**config.mk**
```make
export PLATFORM = sky130hd
export DESIGN_NAME = stamofu_addr_top
export DESIGN_NICKNAME = d
export VERILOG_FILES = /design/src/core_types_pkg.sv /design/src/mem_req_pkg.sv /design/src/operand_collector.sv /design/src/stamofu_addr_pipeline.sv /design/src/stamofu_addr_top.sv /design/src/store_addr_calc.sv
export VERILOG_INCLUDE_DIRS = /design/src /design/src/src
export SDC_FILE = /design/constraint.sdc
export NUM_CORES = 1
export LEC_CHECK = 0
export BUFFER_PORTS_ARGS = -buffer_cell sky130_fd_sc_hd__buf_2
export CAP_MARGIN = 20
export CORE_UTILIZATION = 45
export CTS_CLUSTER_SIZE = 25
export DETAILED_ROUTE_END_ITERATION = 10
export PLACE_DENSITY = 0.67
export SETUP_SLACK_MARGIN = 0.3
export SKIP_CTS_REPAIR_TIMING = 1
export SLEW_MARGIN = 20
export SYNTH_ARGS = -nofsm -noshare
export SYNTH_HDL_FRONTEND = slang
export SYNTH_SLANG_ARGS = --single-unit
```
**constraint.sdc**
```tcl
create_clock -name CLK -period 7.7 [get_ports CLK]
set_input_delay 0.385 -clock CLK [delete_from_list [all_inputs] [get_ports CLK]]
set_output_delay 0.385 -clock CLK [all_outputs]
set_load 0.01 [all_outputs]
```
**src/stamofu_cfg.svh**
```systemverilog
`ifndef STAMOFU_CFG_SVH
`define STAMOFU_CFG_SVH

// register-file banks seen on the forwarding bus
`define STAMOFU_PRF_BANK_COUNT 4
`define STAMOFU_LOG_PRF_BANK_COUNT $clog2(`STAMOFU_PRF_BANK_COUNT)

// fast-forward pipes from the execution units
`define STAMOFU_FF_PIPE_COUNT 4
`define STAMOFU_LOG_FF_PIPE_COUNT $clog2(`STAMOFU_FF_PIPE_COUNT)

// completion-queue depth, only the index travels with an op
`define STAMOFU_CQ_ENTRIES 16
`define STAMOFU_LOG_CQ_ENTRIES $clog2(`STAMOFU_CQ_ENTRIES)

// virtual address split, 4 KiB pages
`define STAMOFU_VPN_WIDTH 20
`define STAMOFU_PO_WIDTH 12

`endif

```
**src/core_types_pkg.sv**
```systemverilog
`include "stamofu_cfg.svh"

package core_types_pkg;

	// ----------------------------------------------------------
	// operand source, one per operand of an issued op

	// at most one of the three flags is set
	// none set means the operand is zero
	typedef struct packed {
		logic is_reg;
		logic is_bus_forward;
		logic is_fast_forward;
		logic [`STAMOFU_LOG_FF_PIPE_COUNT-1:0] fast_forward_pipe;
		logic [`STAMOFU_LOG_PRF_BANK_COUNT-1:0] bank;
	} operand_src_t;

	// ----------------------------------------------------------
	// op as it leaves the issue queue

	typedef struct packed {
		logic is_store;
		logic is_amo;
		logic is_fence;
		// bits 1..0 carry the access size
		logic [3:0] op;
		logic [11:0] imm12;
		// A is the base address, B the store data
		operand_src_t A_src;
		operand_src_t B_src;
		logic [`STAMOFU_LOG_CQ_ENTRIES-1:0] cq_index;
	} issue_op_t;

	// ----------------------------------------------------------
	// register-file read return

	typedef struct packed {
		logic valid;
		logic [31:0] data;
	} reg_resp_t;

endpackage

```
**src/mem_req_pkg.sv**
```systemverilog
`include "stamofu_cfg.svh"

package mem_req_pkg;

	// access size, encoded in op bits 1..0
	typedef enum logic [1:0] {
		SIZE_BYTE = 2'b00,
		SIZE_HALF = 2'b01,
		SIZE_WORD = 2'b10
	} access_size_e;

	// request held in the REQ stage
	typedef struct packed {
		logic is_store;
		logic is_amo;
		logic is_fence;
		logic [3:0] op;
		// misaligned store, steered to the misaligned queue
		logic is_mq;
		logic misaligned;
		// misaligned AMO, raises an exception instead
		logic misaligned_exception;
		logic [`STAMOFU_VPN_WIDTH-1:0] VPN;
		logic [`STAMOFU_PO_WIDTH-3:0] PO_word;
		logic [3:0] byte_mask;
		// already shifted into byte lanes of the word
		logic [31:0] write_data;
		logic [`STAMOFU_LOG_CQ_ENTRIES-1:0] cq_index;
	} mem_req_t;

endpackage

```
**src/operand_collector.sv**
```systemverilog
`timescale 1ns/100ps

`include "stamofu_cfg.svh"

module operand_collector (
	input logic CLK,
	input logic nRST,

	// op entry from issue
	input logic load,
	input core_types_pkg::issue_op_t issue,

	// handoff to address calc
	input logic advance,

	// operand returns
	input core_types_pkg::reg_resp_t A_reg_resp,
	input core_types_pkg::reg_resp_t B_reg_resp,
	input logic [`STAMOFU_PRF_BANK_COUNT-1:0][31:0] bus_forward_data_by_bank,
	input logic [`STAMOFU_FF_PIPE_COUNT-1:0] fast_forward_valid_by_pipe,
	input logic [`STAMOFU_FF_PIPE_COUNT-1:0][31:0] fast_forward_data_by_pipe,

	// held op
	output logic op_valid,
	output logic op_ready,
	output core_types_pkg::issue_op_t op,
	output logic [31:0] A_data,
	output logic [31:0] B_data
);
	import core_types_pkg::*;

	logic valid_q;
	// high in the cycle after load, the bus-forward slot
	logic first_cycle;
	issue_op_t op_q;

	// index 0 is operand A, index 1 is operand B
	operand_src_t [1:0] src;
	reg_resp_t [1:0] resp;
	logic [1:0] have;
	logic [1:0][31:0] data;

	assign src[0] = op_q.A_src;
	assign src[1] = op_q.B_src;
	assign resp[0] = A_reg_resp;
	assign resp[1] = B_reg_resp;

	// ----------------------------------------------------------
	// op slot

	always_ff @(posedge CLK, negedge nRST) begin
		if (!nRST) begin
			valid_q <= 1'b0;
			first_cycle <= 1'b0;
		end else begin
			if (load)
				valid_q <= 1'b1;
			else if (advance)
				valid_q <= 1'b0;
			first_cycle <= load;
		end
	end

	always_ff @(posedge CLK) begin
		if (load)
			op_q <= issue;
	end

	// ----------------------------------------------------------
	// per-operand capture

	for (genvar i = 0; i < 2; i++) begin : g_operand
		logic hit;
		logic [31:0] hit_data;

		// reg return wins if a source were ever ambiguous
		always_comb begin
			hit = 1'b0;
			hit_data = resp[i].data;
			if (src[i].is_reg) begin
				hit = resp[i].valid;
			end else if (src[i].is_bus_forward) begin
				hit = first_cycle;
				hit_data = bus_forward_data_by_bank[src[i].bank];
			end else if (src[i].is_fast_forward) begin
				hit = fast_forward_valid_by_pipe[src[i].fast_forward_pipe];
				hit_data = fast_forward_data_by_pipe[src[i].fast_forward_pipe];
			end
		end

		always_ff @(posedge CLK, negedge nRST) begin
			if (!nRST)
				have[i] <= 1'b0;
			else if (load)
				// no source at all: zero operand, ready at once
				have[i] <= ~(issue.A_src.is_reg & (i == 0) | issue.B_src.is_reg & (i == 1)
					| (i == 0 ? issue.A_src.is_bus_forward | issue.A_src.is_fast_forward
					: issue.B_src.is_bus_forward | issue.B_src.is_fast_forward));
			else if (valid_q & ~have[i] & hit)
				have[i] <= 1'b1;
		end

		always_ff @(posedge CLK) begin
			if (load)
				data[i] <= '0;
			else if (valid_q & ~have[i] & hit)
				data[i] <= hit_data;
		end
	end

	assign op_valid = valid_q;
	assign op_ready = valid_q & (&have);
	assign op = op_q;
	assign A_data = data[0];
	assign B_data = data[1];

endmodule

```
**src/stamofu_addr_pipeline.sv**
```systemverilog
`timescale 1ns/100ps

`include "stamofu_cfg.svh"

module stamofu_addr_pipeline (
	input logic CLK,
	input logic nRST,

	// issue queue side
	input logic issue_valid,
	input core_types_pkg::issue_op_t issue,
	output logic issue_ready,

	// operand returns
	input core_types_pkg::reg_resp_t A_reg_resp,
	input core_types_pkg::reg_resp_t B_reg_resp,
	input logic [`STAMOFU_PRF_BANK_COUNT-1:0][31:0] bus_forward_data_by_bank,
	input logic [`STAMOFU_FF_PIPE_COUNT-1:0] fast_forward_valid_by_pipe,
	input logic [`STAMOFU_FF_PIPE_COUNT-1:0][31:0] fast_forward_data_by_pipe,

	// REQ stage
	output logic REQ_valid,
	output mem_req_pkg::mem_req_t REQ,
	input logic REQ_ack
);
	import core_types_pkg::*;
	import mem_req_pkg::*;

	logic stall;
	logic advance;
	logic load;

	logic oc_valid;
	logic oc_ready;
	issue_op_t oc_op;
	logic [31:0] oc_A_data;
	logic [31:0] oc_B_data;
	mem_req_t calc_req;

	// ----------------------------------------------------------
	// stall control

	// REQ held until ack
	assign stall = REQ_valid & ~REQ_ack;
	assign advance = oc_ready & ~stall;
	// empty collector, or one handing off this cycle
	assign issue_ready = ~oc_valid | advance;
	assign load = issue_valid & issue_ready;

	operand_collector collector (
		.CLK(CLK),
		.nRST(nRST),
		.load(load),
		.issue(issue),
		.advance(advance),
		.A_reg_resp(A_reg_resp),
		.B_reg_resp(B_reg_resp),
		.bus_forward_data_by_bank(bus_forward_data_by_bank),
		.fast_forward_valid_by_pipe(fast_forward_valid_by_pipe),
		.fast_forward_data_by_pipe(fast_forward_data_by_pipe),
		.op_valid(oc_valid),
		.op_ready(oc_ready),
		.op(oc_op),
		.A_data(oc_A_data),
		.B_data(oc_B_data)
	);

	store_addr_calc calc (
		.op(oc_op),
		.A_data(oc_A_data),
		.B_data(oc_B_data),
		.req(calc_req)
	);

	// ----------------------------------------------------------
	// REQ stage

	always_ff @(posedge CLK, negedge nRST) begin
		if (!nRST)
			REQ_valid <= 1'b0;
		else if (advance)
			REQ_valid <= 1'b1;
		else if (REQ_ack)
			REQ_valid <= 1'b0;
	end

	always_ff @(posedge CLK) begin
		if (advance)
			REQ <= calc_req;
	end

endmodule

```
**src/stamofu_addr_top.sv**
```systemverilog
`timescale 1ns/100ps

`include "stamofu_cfg.svh"

module stamofu_addr_top (
	input logic CLK,
	input logic nRST,

	input logic next_issue_valid,
	input core_types_pkg::issue_op_t next_issue,
	input core_types_pkg::reg_resp_t next_A_reg_resp,
	input core_types_pkg::reg_resp_t next_B_reg_resp,
	input logic [`STAMOFU_PRF_BANK_COUNT-1:0][31:0] next_bus_forward_data_by_bank,
	input logic [`STAMOFU_FF_PIPE_COUNT-1:0] next_fast_forward_valid_by_pipe,
	input logic [`STAMOFU_FF_PIPE_COUNT-1:0][31:0] next_fast_forward_data_by_pipe,
	input logic next_REQ_ack,

	output logic last_issue_ready,
	output logic last_REQ_valid,
	output mem_req_pkg::mem_req_t last_REQ
);
	import core_types_pkg::*;
	import mem_req_pkg::*;

	// pipeline side of the boundary registers
	logic issue_valid;
	issue_op_t issue;
	logic issue_ready;
	reg_resp_t A_reg_resp;
	reg_resp_t B_reg_resp;
	logic [`STAMOFU_PRF_BANK_COUNT-1:0][31:0] bus_forward_data_by_bank;
	logic [`STAMOFU_FF_PIPE_COUNT-1:0] fast_forward_valid_by_pipe;
	logic [`STAMOFU_FF_PIPE_COUNT-1:0][31:0] fast_forward_data_by_pipe;
	logic REQ_valid;
	mem_req_t REQ;
	logic REQ_ack;

	stamofu_addr_pipeline pipeline (.*);

	// ----------------------------------------------------------
	// one register stage on every input and output

	always_ff @(posedge CLK, negedge nRST) begin
		if (!nRST) begin
			issue_valid <= 1'b0;
			issue <= '0;
			A_reg_resp <= '0;
			B_reg_resp <= '0;
			bus_forward_data_by_bank <= '0;
			fast_forward_valid_by_pipe <= '0;
			fast_forward_data_by_pipe <= '0;
			REQ_ack <= 1'b0;
			last_issue_ready <= 1'b0;
			last_REQ_valid <= 1'b0;
			last_REQ <= '0;
		end else begin
			issue_valid <= next_issue_valid;
			issue <= next_issue;
			A_reg_resp <= next_A_reg_resp;
			B_reg_resp <= next_B_reg_resp;
			bus_forward_data_by_bank <= next_bus_forward_data_by_bank;
			fast_forward_valid_by_pipe <= next_fast_forward_valid_by_pipe;
			fast_forward_data_by_pipe <= next_fast_forward_data_by_pipe;
			REQ_ack <= next_REQ_ack;
			last_issue_ready <= issue_ready;
			last_REQ_valid <= REQ_valid;
			last_REQ <= REQ;
		end
	end

endmodule

```
**src/store_addr_calc.sv**
```systemverilog
`timescale 1ns/100ps

`include "stamofu_cfg.svh"

module store_addr_calc (
	input core_types_pkg::issue_op_t op,
	input logic [31:0] A_data,
	input logic [31:0] B_data,
	output mem_req_pkg::mem_req_t req
);
	import mem_req_pkg::*;

	logic [31:0] addr;
	access_size_e size;
	logic [3:0] size_mask;
	logic misaligned;

	// base plus sign-extended immediate
	assign addr = A_data + {{20{op.imm12[11]}}, op.imm12};
	assign size = access_size_e'(op.op[1:0]);

	// ----------------------------------------------------------
	// size decode and alignment

	// unused encoding 2'b11 behaves as a word
	always_comb begin
		case (size)
			SIZE_BYTE: begin
				size_mask = 4'b0001;
				misaligned = 1'b0;
			end
			SIZE_HALF: begin
				size_mask = 4'b0011;
				misaligned = addr[0];
			end
			default: begin
				size_mask = 4'b1111;
				misaligned = |addr[1:0];
			end
		endcase
	end

	// ----------------------------------------------------------
	// request build

	always_comb begin
		req = '0;
		req.is_store = op.is_store;
		req.is_amo = op.is_amo;
		req.is_fence = op.is_fence;
		req.op = op.op;
		req.cq_index = op.cq_index;
		// store data lands in its byte lanes
		req.write_data = B_data << {addr[1:0], 3'b000};
		// fences carry no address, mask or alignment info
		if (!op.is_fence) begin
			req.misaligned = misaligned;
			req.is_mq = misaligned & op.is_store & ~op.is_amo;
			req.misaligned_exception = misaligned & op.is_amo;
			req.VPN = addr[31:`STAMOFU_PO_WIDTH];
			req.PO_word = addr[`STAMOFU_PO_WIDTH-1:2];
			req.byte_mask = size_mask << addr[1:0];
		end
	end

endmodule
```
; Word-level counts from Yosys, hierarchy flattened
; Cells that the tools add are included.
[op_classes]
n_bitwise = 24
n_mux = 34
n_reduce_logical = 7
n_lt_le_gt_ge = 4
eq_ne = 1
n_addsub = 1
shifts = 2
[ops]
columns = operator, n
row1 = $mux 32, 10
row2 = $bmux 32 s2, 4
row3 = $add 32x32->32, 1
row4 = $shl 32x5->32, 1
row5 = $mux 1, 16
row6 = $lt 2x3->1 const B, 4
row7 = $and 1x1->1, 11
row8 = $not 1->1, 8
row9 = $pmux 4 s2, 1
row10 = $reduce_bool 2->1, 4
row11 = $or 1x1->1, 5
row12 = $bmux 1 s2, 2
row13 = $shl 4x2->4, 1
row14 = $eq 2x1->1 const B, 1
row15 = $logic_not 2->1, 1
row16 = $pmux 1 s2, 1
row17 = $reduce_and 2->1, 1
row18 = $reduce_or 2->1, 1
[word_totals]
ff_bits = 633
elab_cells = 153
inputBits = 367
out_inout_bits = 82

; Logic depth before layout (Yosys ltp)
[logic_depth]
word_depth = 8
depth_mapped = 10
mapped_depth_nobuf = 10

; Hierarchy
; From an unflattened synthesis, not the netlist that was laid out.
[unflattened]
cells_unflattened = 1638
hier_area_um2 = 24692.4
[modules_own_cells]
columns = module, seq_area_each_um2, cells_per_inst, area_each_um2, instances
row1 = stamofu_addr_top, 11185.7, 447, 11185.7, 1
row2 = operand_collector, 2492.4, 711, 8428.1, 1
row3 = store_addr_calc, 0.0, 391, 2605.0, 1
row4 = stamofu_addr_pipeline, 2427.3, 89, 2473.6, 1

; Least setup slack after synthesis
; No wires, ideal clock.
[synth_path]
path_kind = flip-flop to flip-flop
start = register pipeline.collector.valid_q, in the netlist pipeline.collector.op_valid
end = register pipeline.collector.op_q, in the netlist pipeline.collector.op[0] (enable)
n_path_buf = 2
slack_ps = 1274
path_stages_with_launch = 7
setup_time_ps = 421
t_arrival_ps = 6005
period_less_slack_ps = 6426
t_required_ps = 7279
cell_sequence = dfrtp_1 -> nand3_1 -> nor2b_1 -> nand2b_1 -> and2_1 -> buf_2 -> clkbuf_1
[synth_via]
elab_chain_len = 4
elab_cells_between_ends = 5
classes_between = 5 x bitwise
[synth_rtl]
columns = item, line
row1 = "start, declared", operand_collector.sv:32  ; logic valid_q;
row2 = "start signal, assigned", operand_collector.sv:53  ; valid_q <= 1'b0;
row3 = "start signal, assigned", operand_collector.sv:57  ; valid_q <= 1'b1;
row4 = "start signal, assigned", operand_collector.sv:59  ; valid_q <= 1'b0;
row5 = $and 1x1->1, operand_collector.sv:112  ; assign op_ready = valid_q & (&have);
row6 = $and 1x1->1, stamofu_addr_pipeline.sv:45  ; assign advance = oc_ready & ~stall;
row7 = net pipeline.advance, stamofu_addr_pipeline.sv:30  ; logic advance;
row8 = $or 1x1->1, stamofu_addr_pipeline.sv:47  ; assign issue_ready = ~oc_valid | advance;
row9 = net issue_ready, stamofu_addr_top.sv:28  ; logic issue_ready;
row10 = $and 1x1->1, stamofu_addr_pipeline.sv:48  ; assign load = issue_valid & issue_ready;
row11 = net pipeline.collector.load, operand_collector.sv:10  ; input logic load,
row12 = "end signal, assigned", operand_collector.sv:66  ; op_q <= issue;
row13 = "end, declared", operand_collector.sv:35  ; issue_op_t op_q;
; The timed path passes the listed nets, and every way through them passes these cells.
; A chain may end at the register's enable or synchronous reset.

; Final worst setup path
[layout_path]
start = register pipeline.collector.op_q, in the netlist pipeline.collector.op[6]
end = register pipeline.collector.data, in the netlist pipeline.collector.B_data[10]
[layout_via]
elab_chain_len = 6
elab_cells_between_ends = 11
classes_between = 10 x mux / 1 x bitwise
[layout_rtl]
columns = item, line
row1 = $bmux 1 s2, operand_collector.sv:86  ; hit = fast_forward_valid_by_pipe[src[i].fast_forward_pipe];
row2 = $mux 1 (not written as such), operand_collector.sv:86
row3 = $mux 1, operand_collector.sv:85  ; end else if (src[i].is_fast_forward) begin
row4 = $mux 1, operand_collector.sv:82  ; end else if (src[i].is_bus_forward) begin
row5 = $mux 1, operand_collector.sv:80  ; if (src[i].is_reg) begin
row6 = $and 1x1->1, operand_collector.sv:106  ; else if (valid_q & ~have[i] & hit)
row7 = "end signal, assigned by index", operand_collector.sv:107  ; data[i] <= hit_data;
row8 = "end, declared", operand_collector.sv:41  ; logic [1:0][31:0] data;
; Parallel ways exist; a longest one is shown, timed or not. The select of a mux whose other input is x is not followed.

==> flow_summary.yaml <==
run_status:
  status: "finished, final reports clean"
timing:
  totalNegativeSetupSlack_ns: 0
  finalSetupViolations: 0
  fin_worst_skew_ns: 0.0274
  timing.final.max_slew_violations: 0
  finalCritPeriodShare_pct: 42.6
  worst_slew_slack_as_a_fraction_of_its_limit_pct: 28.0
  timing_worst_slew_pin_value_ns: 1.08
  post-route-min-period_ns: 3.28
  achievable-frequency_ghz: 0.305
  finalHoldViolCount: 0
  grt_setup_unrepaired: "false"
finish:
  seqCellArea_mm2: 0.0161
  layout_commonest_cell: "dfrtp_1"
  fill_cells: 3824
  most-common-layout-cells: "dfrtp_1 (452), buf_2 (447), dlygate4sd3_1 (366)"
  final_layout_size_suffix_gt1_share_pct: 31.5
  area_of_the_multi_input_gates_mm2: 0.00815
  p_r_area_growth_vs_syn_pct: 36.0
  finalNonFillerCells: 3224
  nets: 2855
floorplan:
  rows: 85
  floorplan.initialDensity_pct: 45.8
  floorplan.die.width_um: 236
  core_mm2: 0.0540
  io_pins: 449
  die_h_um: 236
  die_area_mm2: 0.0559
clock_network:
  clock_path_buffers: 3
  clock_tree_from_tritoncts: "done"
  clkLatencyLatePin_ns: 0.60
  cts_max_level: 3
  clkTransAtPathRegs_ns: 0.06
  tritoncts.num_buffers: 68
  cts_root_buf: "clkbuf_16"
  cts_num_sinks: 633
routing:
  firstDrtPassIters: 7
  drt-total-wl_um: 85500
  initialDrtViolationCount: 1615
  vias: 18601
  remaining_drc_errors: 0
  route.detailed.wl_per_inst_um: 26.5
  vias_per_cell: 5.77
  antenna_violating_nets_post_route: 0
synth:
  postSynthNetCount: 2052
  synth-seq-cells: 633
  ys_warn_count: 0
  dominantRegCellSynth: "dfrtp_1"
  synth.yosys.seq_area_share_pct: 65.1
  synth_cells: 1653
  asyncSetResetFlopFracSynth_pct: 71.4
  synthesized_area_mm2: 0.0247
  post_synth.cell_area_avg_um2: 15.0
  yosysUniqueCellTypes: 64
  synth-edff-count: 117
power:
  total_leakage_power_nw: 14.2
  worst_ir_drop_vdd_mv: 0.217
  cell_area_power_density_mw_per_mm2: 343
  post-layout-total-power_mw: 11.5
global_route:
  grt_pass1_vias: 16616
  final_global_route_overflow_total: 0
  grt_antenna_before_repair: 15
  grt_first_pass_wirelength_um: 109000
  grt_max_degree: 171
  grtUsageTotal_pct: 26.8
place:
  place_inst: 2715
  placement.io_buffers: 448
  detailed_place_hpwl_um: 53500
  routabilityCongestion: 0.935
critical_path:
  critPathArrivalTime_ns: 3.73
  max_stage_delay_ns: 0.61
  required_ns: 8.14
  setup.reg_to_reg.worst_slack_ns: 4.42
  criticalPathCategory: "reg2reg"
  r2r-start: "pipeline.collector.op[6]"
  start_kind: "register"
  crit_fanout: 64
  critPathCaptureType: "register"
  crit_path_cell_trace: "buf_4 > mux4_2 > a22oi_1 > nor2_1 > a21oi_1 > nor3b_2 > buf_4 > nor2_1 > a211oi_2"
  worstReg2RegEnd: "pipeline.collector.B_data[10]"
  timing.reg2reg.worst_path_depth: 9
  cp_slowest_cell: "mux4_2"
flow_run:
  cap_violations: 0
worst_hold_path:
  holdCritPathClass: "in2async"
==> metrics by stage <==
stage / instance area [µm²] / utilization [%] / hold slack [ns] / worst slack (ns)
3_3_place_gp: 27600 / 51.1 / 0.333 / 4.51
4_1_cts: 29900 / 55.3 / -0.153 / 4.47
5_1_grt: 33600 / 62.2 / 0.232 / 4.31
2_1_floorplan: 24700 / - / 0.0894 / 1.27
3_5_place_dp: 27600 / 51.1 / 0.334 / 4.49
6_report: 33600 / 62.3 / 0.231 / 4.42
==> worst max-delay path by stage <==
| stage | start | end | cells past startpoint |
|---|---|---|---|
| after floorplan | pipeline.collector.op_valid | pipeline.collector.op[0] | 6 |
| after global placement | pipeline.collector.op[6] | pipeline.collector.B_data[30] | 9 |
| after detailed placement | pipeline.collector.have[1] | pipeline.collector.op[28] | 5 |
| after CTS | pipeline.collector.op_valid | pipeline.collector.op[20] | 5 |
| after global routing | pipeline.collector.have[1] | pipeline.collector.op[20] | 5 |
| final | pipeline.collector.op[6] | pipeline.collector.B_data[10] | 9 |
==> cell usage after synthesis (all sizes together), types with 37 or more instances <==
cell type	n	area [µm²]
a21oi	109	557
a221oi	63	569
mux4	130	2930
dfxtp	64	1280
clkbuf	70	264
edfxtp	117	3510
nor2	177	664
dfrtp	452	11300
a211oi	75	873
buf	37	219
nor2b	96	601
==> worst max-delay path, delay by kind of cell (launching register included) <==
family	cells	cell delay, ns
buffers and inverters	2	0.97
AND/OR/NAND/NOR	3	0.43
multiplexers	1	0.61
AO/OA/AOI/OAI	3	0.74
flip-flops	1	0.32
==> registers in the layout, summed over array words and instances (netlist names), 32 cells and up <==
register,cells
bus_forward_data_by_bank,128
last_REQ,80
pipeline.collector.B_data,32
A_reg_resp,33
fast_forward_data_by_pipe,128
issue,37
pipeline.collector.op,37
pipeline.collector.A_data,32
B_reg_resp,33
pipeline.REQ,80
==> per-layer routing <==
metal | GRT usage [%] | share of wire, %
met5 | 0 | 0.047
met4 | 9.74 | 5.5
met1 | 36.6 | 38
met2 | 43.0 | 49
met3 | 4.95 | 8.0
==> report_power, final <==
| part | switching [mW] | total, mW | internal, mW |
|---|---|---|---|
| clock | 1.39 | 3.33 | 1.94 |
| combinational | 2.04 | 3.50 | 1.45 |
| sequential | 0.461 | 4.69 | 4.23 |
==> cells by family (layout without fill, tap and decap cells) <==
| kind of cell | Yosys count | count (layout) | synth area share, % |
|---|---|---|---|
| simple gates | 371 | 371 | 7.26 |
| xor+xnor | 21 | 21 | 0.744 |
| mux | 153 | 153 | 12.8 |
| flops | 633 | 633 | 65.1 |
| buf+inv | 114 | 972 | 2.06 |
| other cells | 0 | 17 | 0 |
| fa+ha+maj | 32 | 32 | 1.65 |
| compound gates | 329 | 329 | 10.3 |
==> cell type report <==
| class | instances | area share, % |
|---|---|---|
| Timing Repair Buffer | 840 | 18.3 |
| Sequential cell | 633 | 47.9 |
| Inverter | 7 | 0.0781 |
| Antenna cell | 17 | 0.126 |
| Clock inverter | 34 | 1.02 |
| Tap cell | 696 | 2.59 |
| Multi-Input combinational cell | 906 | 24.2 |
| Clock buffer | 91 | 5.78 |
Power figures use the tool's default switching activity.
